$ cat src/design/gat_defs.svh
`ifndef GAT_DEFS_SVH
`define GAT_DEFS_SVH

// Data widths
`define DATA_WIDTH         8
`define WH_DATA_WIDTH      12

// Graph and feature sizes
`define TOTAL_NODES        20
`define NUM_FEATURE_IN     16
`define NUM_FEATURE_OUT    7
`define MAX_NODES          9

// H memory depth, one entry per nonzero
`define H_NUM_SPARSE_DATA  140

// Field widths
`define COL_IDX_WIDTH      4
`define ROW_LEN_WIDTH      5
`define NUM_NODE_WIDTH     4

// Address widths
`define H_ADDR_W           8
`define NODE_ADDR_W        5

`endif

$ cat src/design/gat_pkg.sv
`include "gat_defs.svh"

package gat_pkg;

  // One H nonzero as stored in memory
  typedef struct packed {
    logic [`DATA_WIDTH-1:0]     value;
    logic [`COL_IDX_WIDTH-1:0]  col;
  } h_data_t;

  // Per-node row descriptor
  typedef struct packed {
    logic [`ROW_LEN_WIDTH-1:0]  row_len;
    logic [`NUM_NODE_WIDTH-1:0] num_node;
    logic                       flag;
  } node_info_t;

  // Nonzero in flight from fetch to MAC
  typedef struct packed {
    logic [`DATA_WIDTH-1:0]     value;
    logic [`COL_IDX_WIDTH-1:0]  col;
    logic                       last;
    logic [`NUM_NODE_WIDTH-1:0] num_node;
    logic                       flag;
  } h_item_t;

  // W indexed as [out column][in row]
  typedef logic [`NUM_FEATURE_OUT-1:0][`NUM_FEATURE_IN-1:0][`DATA_WIDTH-1:0] weight_t;

  typedef struct packed {
    logic [`NUM_FEATURE_OUT-1:0][`WH_DATA_WIDTH-1:0] data;
    logic [`NUM_NODE_WIDTH-1:0]                      num_node;
    logic                                            flag;
  } wh_row_t;

endpackage

$ cat src/design/bram.sv
`timescale 1ns/1ps

module bram #(
  parameter int  DEPTH  = 16,
  parameter type word_t = logic [7:0]
) (
  input  logic                     clk,
  input  logic                     arst_n,
  input  logic                     wea,
  input  logic [$clog2(DEPTH)-1:0] addra,
  input  word_t                    din,
  input  logic [$clog2(DEPTH)-1:0] addrb,
  output word_t                    dout
);

  word_t mem [DEPTH];

  always_ff @(posedge clk) begin
    if (wea) begin
      mem[addra] <= din;
    end
  end

  // One cycle read latency
  always_ff @(posedge clk or negedge arst_n) begin
    if (!arst_n) begin
      dout <= '0;
    end else begin
      dout <= mem[addrb];
    end
  end

endmodule

$ cat src/design/spmm_fetch.sv
`timescale 1ns/1ps
`include "gat_defs.svh"

module spmm_fetch (
  input  logic                    clk,
  input  logic                    arst_n,
  input  logic                    spmm_vld,
  output logic                    spmm_rdy,
  output logic [`NODE_ADDR_W-1:0] node_addr,
  input  gat_pkg::node_info_t     node_info,
  output logic [`H_ADDR_W-1:0]    h_addr,
  input  gat_pkg::h_data_t        h_data,
  input  logic                    row_done,
  output gat_pkg::h_item_t        item,
  output logic                    item_vld
);
  import gat_pkg::*;

  typedef enum logic [2:0] {
    S_IDLE,
    S_INFO,
    S_DATA,
    S_STREAM,
    S_DRAIN
  } state_t;

  localparam logic [`NODE_ADDR_W-1:0] LAST_NODE = `TOTAL_NODES - 1;

  state_t                    state;
  node_info_t                info_q;
  logic [`ROW_LEN_WIDTH-1:0] cnt;
  logic [`H_ADDR_W-1:0]      h_ptr;
  logic [`NODE_ADDR_W-1:0]   rows_done;
  logic                      last_q;

  always_ff @(posedge clk or negedge arst_n) begin
    if (!arst_n) begin
      state     <= S_IDLE;
      info_q    <= '0;
      cnt       <= '0;
      h_ptr     <= '0;
      node_addr <= '0;
      rows_done <= '0;
      item_vld  <= 1'b0;
      last_q    <= 1'b0;
    end else begin
      item_vld <= (state == S_STREAM);
      last_q   <= (state == S_STREAM) && (cnt == 1);
      if (row_done) begin
        rows_done <= rows_done + 1'b1;
      end
      case (state)
        S_IDLE: begin
          if (spmm_vld) begin
            state     <= S_INFO;
            node_addr <= '0;
            h_ptr     <= '0;
            rows_done <= '0;
          end
        end
        S_INFO: state <= S_DATA;
        S_DATA: begin
          info_q <= node_info;
          cnt    <= node_info.row_len;
          state  <= S_STREAM;
        end
        S_STREAM: begin
          h_ptr <= h_ptr + 1'b1;
          cnt   <= cnt - 1'b1;
          if (cnt == 1) begin
            if (node_addr == LAST_NODE) begin
              state <= S_DRAIN;
            end else begin
              node_addr <= node_addr + 1'b1;
              state     <= S_INFO;
            end
          end
        end
        default: ;
      endcase
      // Run ends on the last row written by the MAC
      if (state != S_IDLE && row_done && rows_done == LAST_NODE) begin
        state <= S_IDLE;
      end
    end
  end

  assign spmm_rdy = (state == S_IDLE);
  assign h_addr   = h_ptr;

  // info_q only changes two cycles after a row's last address,
  // so it still tags that row's final item
  always_comb begin
    item.value    = h_data.value;
    item.col      = h_data.col;
    item.last     = last_q;
    item.num_node = info_q.num_node;
    item.flag     = info_q.flag;
  end

endmodule

$ cat src/design/spmm_mac.sv
`timescale 1ns/1ps
`include "gat_defs.svh"

module spmm_mac (
  input  logic                    clk,
  input  logic                    arst_n,
  input  gat_pkg::h_item_t        item,
  input  logic                    item_vld,
  input  gat_pkg::weight_t        wgt,
  output gat_pkg::wh_row_t        wh_bram_din,
  output logic                    wh_bram_ena,
  output logic [`NODE_ADDR_W-1:0] wh_bram_addra,
  output logic                    row_done
);

  localparam logic [`NODE_ADDR_W-1:0] LAST_ADDR = `TOTAL_NODES - 1;

  logic [`NUM_FEATURE_OUT-1:0][`WH_DATA_WIDTH-1:0] prod;
  logic [`NUM_FEATURE_OUT-1:0][`WH_DATA_WIDTH-1:0] acc;
  logic [`NUM_FEATURE_OUT-1:0][`WH_DATA_WIDTH-1:0] sum;
  logic                                            prod_vld;
  logic                                            prod_last;
  logic [`NUM_NODE_WIDTH-1:0]                      prod_num_node;
  logic                                            prod_flag;

  // Stage 1 multiplies against the W row picked by the column index
  always_ff @(posedge clk) begin
    if (item_vld) begin
      for (int j = 0; j < `NUM_FEATURE_OUT; j++) begin
        // Evaluated at 12 bits, so the product is already mod 4096
        prod[j] <= item.value * wgt[j][item.col];
      end
      prod_last     <= item.last;
      prod_num_node <= item.num_node;
      prod_flag     <= item.flag;
    end
  end

  always_ff @(posedge clk or negedge arst_n) begin
    if (!arst_n) begin
      prod_vld <= 1'b0;
    end else begin
      prod_vld <= item_vld;
    end
  end

  always_comb begin
    for (int j = 0; j < `NUM_FEATURE_OUT; j++) begin
      sum[j] = acc[j] + prod[j];
    end
  end

  // Stage 2 accumulates and hands finished rows to the write port
  always_ff @(posedge clk or negedge arst_n) begin
    if (!arst_n) begin
      acc           <= '0;
      wh_bram_din   <= '0;
      wh_bram_ena   <= 1'b0;
      wh_bram_addra <= '0;
    end else begin
      wh_bram_ena <= prod_vld && prod_last;
      if (prod_vld) begin
        if (prod_last) begin
          acc                  <= '0;
          wh_bram_din.data     <= sum;
          wh_bram_din.num_node <= prod_num_node;
          wh_bram_din.flag     <= prod_flag;
        end else begin
          acc <= sum;
        end
      end
      // Address steps after each write and wraps at the last node
      if (wh_bram_ena) begin
        wh_bram_addra <= (wh_bram_addra == LAST_ADDR) ? '0 : wh_bram_addra + 1'b1;
      end
    end
  end

  assign row_done = wh_bram_ena;

endmodule

$ cat src/design/wh_top.sv
`timescale 1ns/1ps
`include "gat_defs.svh"

module wh_top (
  input  logic                    clk,
  input  logic                    arst_n,
  input  gat_pkg::h_data_t        h_data_bram_din,
  input  logic [`H_ADDR_W-1:0]    h_data_bram_addra,
  input  logic                    h_data_bram_wea,
  input  gat_pkg::node_info_t     node_info_bram_din,
  input  logic [`NODE_ADDR_W-1:0] node_info_bram_addra,
  input  logic                    node_info_bram_wea,
  input  gat_pkg::weight_t        wgt,
  input  logic                    spmm_vld,
  output logic                    spmm_rdy,
  output gat_pkg::wh_row_t        wh_bram_din,
  output logic                    wh_bram_ena,
  output logic [`NODE_ADDR_W-1:0] wh_bram_addra
);
  import gat_pkg::*;

  logic [`H_ADDR_W-1:0]    h_addr;
  h_data_t                 h_data;
  logic [`NODE_ADDR_W-1:0] node_addr;
  node_info_t              node_info;
  h_item_t                 item;
  logic                    item_vld;
  logic                    row_done;

  bram #(
    .DEPTH  (`H_NUM_SPARSE_DATA),
    .word_t (h_data_t)
  ) u_h_data_bram (
    .clk    (clk),
    .arst_n (arst_n),
    .wea    (h_data_bram_wea),
    .addra  (h_data_bram_addra),
    .din    (h_data_bram_din),
    .addrb  (h_addr),
    .dout   (h_data)
  );

  bram #(
    .DEPTH  (`TOTAL_NODES),
    .word_t (node_info_t)
  ) u_node_info_bram (
    .clk    (clk),
    .arst_n (arst_n),
    .wea    (node_info_bram_wea),
    .addra  (node_info_bram_addra),
    .din    (node_info_bram_din),
    .addrb  (node_addr),
    .dout   (node_info)
  );

  spmm_fetch u_spmm_fetch (
    .clk       (clk),
    .arst_n    (arst_n),
    .spmm_vld  (spmm_vld),
    .spmm_rdy  (spmm_rdy),
    .node_addr (node_addr),
    .node_info (node_info),
    .h_addr    (h_addr),
    .h_data    (h_data),
    .row_done  (row_done),
    .item      (item),
    .item_vld  (item_vld)
  );

  spmm_mac u_spmm_mac (
    .clk           (clk),
    .arst_n        (arst_n),
    .item          (item),
    .item_vld      (item_vld),
    .wgt           (wgt),
    .wh_bram_din   (wh_bram_din),
    .wh_bram_ena   (wh_bram_ena),
    .wh_bram_addra (wh_bram_addra),
    .row_done      (row_done)
  );

endmodule

$ cat config.mk
export PLATFORM = sky130hd
export DESIGN_NAME = wh_top
export DESIGN_NICKNAME = d
export VERILOG_FILES = /design/src/design/gat_pkg.sv /design/src/design/bram.sv /design/src/design/spmm_fetch.sv /design/src/design/spmm_mac.sv /design/src/design/wh_top.sv
export VERILOG_INCLUDE_DIRS = /design/src /design/src/design
export SDC_FILE = /design/constraint.sdc
export NUM_CORES = 2
export LEC_CHECK = 0
export BUFFER_PORTS_ARGS = -buffer_cell sky130_fd_sc_hd__buf_2
export CELL_PAD_IN_SITES_DETAIL_PLACEMENT = 0
export CELL_PAD_IN_SITES_GLOBAL_PLACEMENT = 1
export CORE_ASPECT_RATIO = 1.75
export CORE_MARGIN = 2
export CORE_UTILIZATION = 30
export DETAILED_ROUTE_END_ITERATION = 12
export GPL_ROUTABILITY_DRIVEN = 0
export PLACE_DENSITY_LB_ADDON = 0.15
export RECOVER_POWER = 25
export SLEW_MARGIN = 20
export SYNTH_ARGS = -nofsm -noshare
export SYNTH_HDL_FRONTEND = slang
export SYNTH_SLANG_ARGS = --single-unit
$ cat constraint.sdc
create_clock -name clk -period 14.01 [get_ports clk]
set_input_delay 1.401 -clock clk [delete_from_list [all_inputs] [get_ports clk]]
set_output_delay 1.401 -clock clk [all_outputs]
set_load 0.02 [all_outputs]
==> results.md <==
- The number of fillers in the final layout is 33787.
- The max-slew headroom at the worst pin is -239%.
- The number of clock sinks is 2205.
- The count of yosys warnings during synthesis is 0.
- Traced cell by cell, the critical path runs through buf_12, buf_4, mux4_2, mux4_2, and2_1, fa_1, inv_1, fa_1, inv_1, fa_1, inv_1, fa_1, inv_1, ha_1, o21ai_0, a21oi_1, o21ai_0, nand2b_1, a21oi_1, xnor2_1.
- The wire-length estimate of the detail-placed layout is 279000 um.
- The floorplan step set the die height to between 700 and 800 um.
- The path with the worst hold slack has its endpoint at u_spmm_mac.prod_num_node[3].
- The start point of the worst hold path is u_spmm_fetch.item[4].
- The total congestion overflow after global routing is 0.
- In the routed layout, each cell is associated on average with a via count of 5.02.
- The floorplan core area is approximately 350000 um^2.
- The detailed router finished its first iteration with 4515 violations.
- The sort of element at the end of the critical path is a flip-flop.
- At the end of the flow, the number of nets in the layout was ~8800.
- Setup violations remaining at the end of the flow were counted as 0.
- The count of buffering cells on the critical path with inverters included is 6.
- The class of the tightest hold or removal check is flip-flop to flip-flop.
- The total count of hold-check failures in the final report is 0.
- The final max-slew violation count is 920.
- The checks that failed: max-capacitance violations, max-slew violations.
- The pin count of the biggest net entering global routing is 124.
- Dividing the synthesized area by the synthesized cell count gives roughly 17 um^2.
- Max-cap violations in this run came to 18.
- Gates resized during post-CTS repair numbered 0.
- The worst register-to-register path begins at u_h_data_bram.dout[0].
- The number of global-route vias before repair came to ~67000.
- TritonCTS built the clock tree.
- After synthesis, the share of flip-flops with an asynchronous set or reset is 10.7%.
- The initial core utilization is a little under a third.
- The horizontal extent of the die is 453 um.
- The time the final worst path needs with I/O delays and setup is 7.41 ns.
- The flow ran to the end, but the final reports show violations.
- Input and output buffers added on the ports amount to just over 1000.
- The overall global routing resource usage is about a fifth.
- Relative to the synthesized area, the layout overhead comes to 17.6%.
- The classification of the worst setup path is flip-flop to flip-flop.
- The maximum vdd drop is ~0.00035 V.
- The data arrival time of the critical path is 8.02 ns.
- Buffers added to address setup during post-CTS repair amount to 0.
- After clock tree synthesis, the clock-pin slew on the worst setup and hold paths is 0.07 ns.
- The clock passes through at most 4 buffers.
- Once detail routing completed, the nets flagged for antenna violations numbered 0.
- Among cell families on the critical path, the largest total delay comes from adder cells.
- The maximum fanout along the worst path is about 70.
- STA puts the critical path data required time at about 15 ns.
- Across all register-to-register paths, the minimum setup slack is 6.60 ns.
- The final worst clock skew is approximately 0.11 ns.
- The clock tree synthesis step divided the H-tree into 4 levels.
- After synthesis, flip-flops and latches occupy between 60% and 70% of the total area.
- Setup repair after global routing left no endpoint under its margin.
- The routed length per instance is between 30 and 40 um.
- The slowest stage of the critical path is the sky130_fd_sc_hd__dfrtp_4 cell.
- The reg-to-reg endpoint is u_spmm_mac.prod[59].
- Dividing total power by cell area gives a power density of around 300 nW/um^2.
- The first-pass GRT wire length is 523000 um.
- The die area is ~360000 um^2.
- The cell area that synthesis handed to floorplanning was 106000 um^2.
- The cell count after synthesis is about 6300.
- The share of the cycle needed by the critical path after routing is a little over half.
- The power after layout is roughly 37 mW.
- The number of flops mapped to enable cells by yosys is about 2000.
- For this run, the detailed router's first-pass iteration total came to 5.
- The initial antenna violation count is 63.
- For this run, the top clock speed supported by timing is around 130 MHz.
- The leakage power is about 45 nW.
- The via count is between 60000 and 70000.
- The CTS buffer count is 219.
- Counting flops and latches in the post-synthesis netlist gives between 2000 and 2500.
- At the pin with the least slew margin, the transition time is between 5 and 6 ns.
- Synthesis produced a netlist with a net count of roughly 7700.
- The final routed DRC violation total is 0.
- The number of library cell types mapped by synthesis is 63.
- The number of cells traversed by the worst register-to-register path is 20.
- Summed over all layers, the routed wires come to about 380000 um.
- The worst hold path passes through 0 cells.
- The share of cells above drive strength 1 is roughly a third.
- The stage delay of the slowest cell on the critical path is 0.92 ns.
- The number of rows in the core area is about 290.
- For the final routed database, the setup TNS stands at 0 ns.
- 1032 I/O pins were placed.
- Hold repair after CTS inserted 0 buffers.
- The source-to-sink clock delay at the later pin of the worst-skew pair is ~0.93 ns.
- The tree is rooted in a sky130_fd_sc_hd__clkbuf_16.
- The top flip-flop cell by instance count after synthesis is sky130_fd_sc_hd__edfxtp_1.
- STA classifies the critical path startpoint as a flip-flop.
[cell type report]
| type | instances | area (um^2) | share of cell area, % |
|---|---|---|---|
| repair buffers | 1263 | 6950 | 5.59 |
| flip-flops and latches | 2205 | 65100 | 52.3 |
| multi-input cells | 3296 | 37700 | 30.3 |
| clock buffers | 285 | 5890 | 4.74 |
| well taps | 4640 | 5810 | 4.67 |
| diodes | 23 | 57.6 | 0.0463 |
| inverters | 458 | 1720 | 1.39 |
| clock inverters | 117 | 1160 | 0.937 |
[placed cells by master (no fill, tap or decap), drive strengths merged, types with 30 or more instances in the layout]
master / count
a21o: 36
a21oi: 83
a221oi: 48
and2: 304
buf: 1222
clkbuf: 326
clkinv: 86
dfrtp: 235
edfxtp: 1970
fa: 224
ha: 244
inv: 465
mux2: 55
mux2i: 131
mux4: 750
nand2: 321
nand3: 51
nor2: 287
nor2b: 45
nor3: 30
o21a: 39
o21ai: 160
o22ai: 83
xnor2: 105
xor2: 66
[cells in the mapped netlist, drive strengths merged (5+ instances only)]
cell	count	area [um^2]
buf	145	826
nand2b	21	131
a2111oi	12	105
mux2	55	619
and2	304	1900
inv	458	1720
nand3	51	255
a32oi	24	210
a31oi	7	50.1
xnor3	13	293
ha	244	3050
or2	5	31.3
a21oi	83	415
o22ai	83	519
o21a	39	293
nor3	30	150
o2bb2ai	10	87.6
nor3b	5	37.5
nor2b	45	282
fa	224	4480
o311ai	7	61.3
o2111ai	12	105
or4	7	52.6
nand3b	20	150
clkbuf	182	687
a211oi	7	52.6
dfrtp	235	5880
xnor2	105	920
nor2	287	1080
mux2i	131	1310
nand2	321	1200
o211ai	13	97.6
nand4	12	75.1
edfxtp	1970	59200
a221oi	48	420
a22oi	20	150
mux4	750	17000
o21ai	160	801
a21o	36	270
o21bai	14	105
xor2	66	578
[sequential cells by signal (all words and copies together), names as in the netlist, 8 cells and up]
| register | count |
|---|---|
| u_h_data_bram.dout | 12 |
| u_spmm_mac.wh_bram_din | 89 |
| u_spmm_fetch.h_addr | 8 |
| u_h_data_bram.mem | 1680 |
| u_spmm_mac.acc | 84 |
| u_spmm_mac.prod | 84 |
| u_node_info_bram.mem | 200 |
| u_node_info_bram.dout | 10 |
[kinds of logic after synthesis]
| group | after synthesis | synth area share (%) |
|---|---|---|
| flops | 2205 | 61.5 |
| simple gates | 1125 | 5.18 |
| mux | 936 | 17.9 |
| buf+inv | 785 | 3.06 |
| compound gates | 583 | 3.61 |
| fa+ha+maj | 468 | 7.12 |
| xor+xnor | 184 | 1.69 |
[report_power, final]
group / switching, mW / total [mW] / internal (mW)
clock network: 2.62 / 5.92 / 3.30
logic: 12.9 / 22.3 / 9.38
registers: 0.672 / 9.19 / 8.52
[metal layers]
layer,share of wire [%],track usage (%),up-vias
met5,0.047,0,-
met1,36,23.2,32779
met2,55,40.0,1848
met3,5.0,2.99,473
met4,3.9,7.15,28
li1,-,-,26548
[stage by stage]
step / setup WS (ns) / hold slack [ns] / std cells / util, % / cell area, um^2
finish: 6.60 / 0.458 / 12287 / 35.4 / 124000
global route: 6.10 / 0.478 / 12275 / 35.4 / 124000
CTS: 6.32 / 0.467 / 12262 / 35.4 / 124000
detailed placement: 6.39 / 0.448 / 11860 / 33.4 / 117000
global placement: 6.26 / 0.443 / 11859 / 33.4 / 117000
floorplan: 8.09 / 0.401 / 6286 / - / 106000
[worst max-delay path by stage]
stage / to / slack (ns) / startpoint / cells past startpoint
2_1_floorplan: u_spmm_mac.prod[35] / 8.09 / wgt[378] / 18
3_3_place_gp: u_spmm_mac.prod[71] / 6.26 / u_h_data_bram.dout[0] / 19
3_5_place_dp: u_spmm_mac.prod[71] / 6.39 / u_h_data_bram.dout[0] / 19
4_1_cts: u_spmm_mac.prod[71] / 6.32 / u_h_data_bram.dout[0] / 19
5_1_grt: u_spmm_mac.prod[59] / 6.10 / u_h_data_bram.dout[0] / 22
6_report: u_spmm_mac.prod[59] / 6.60 / u_h_data_bram.dout[0] / 20
Power figures use the tool's default switching activity.
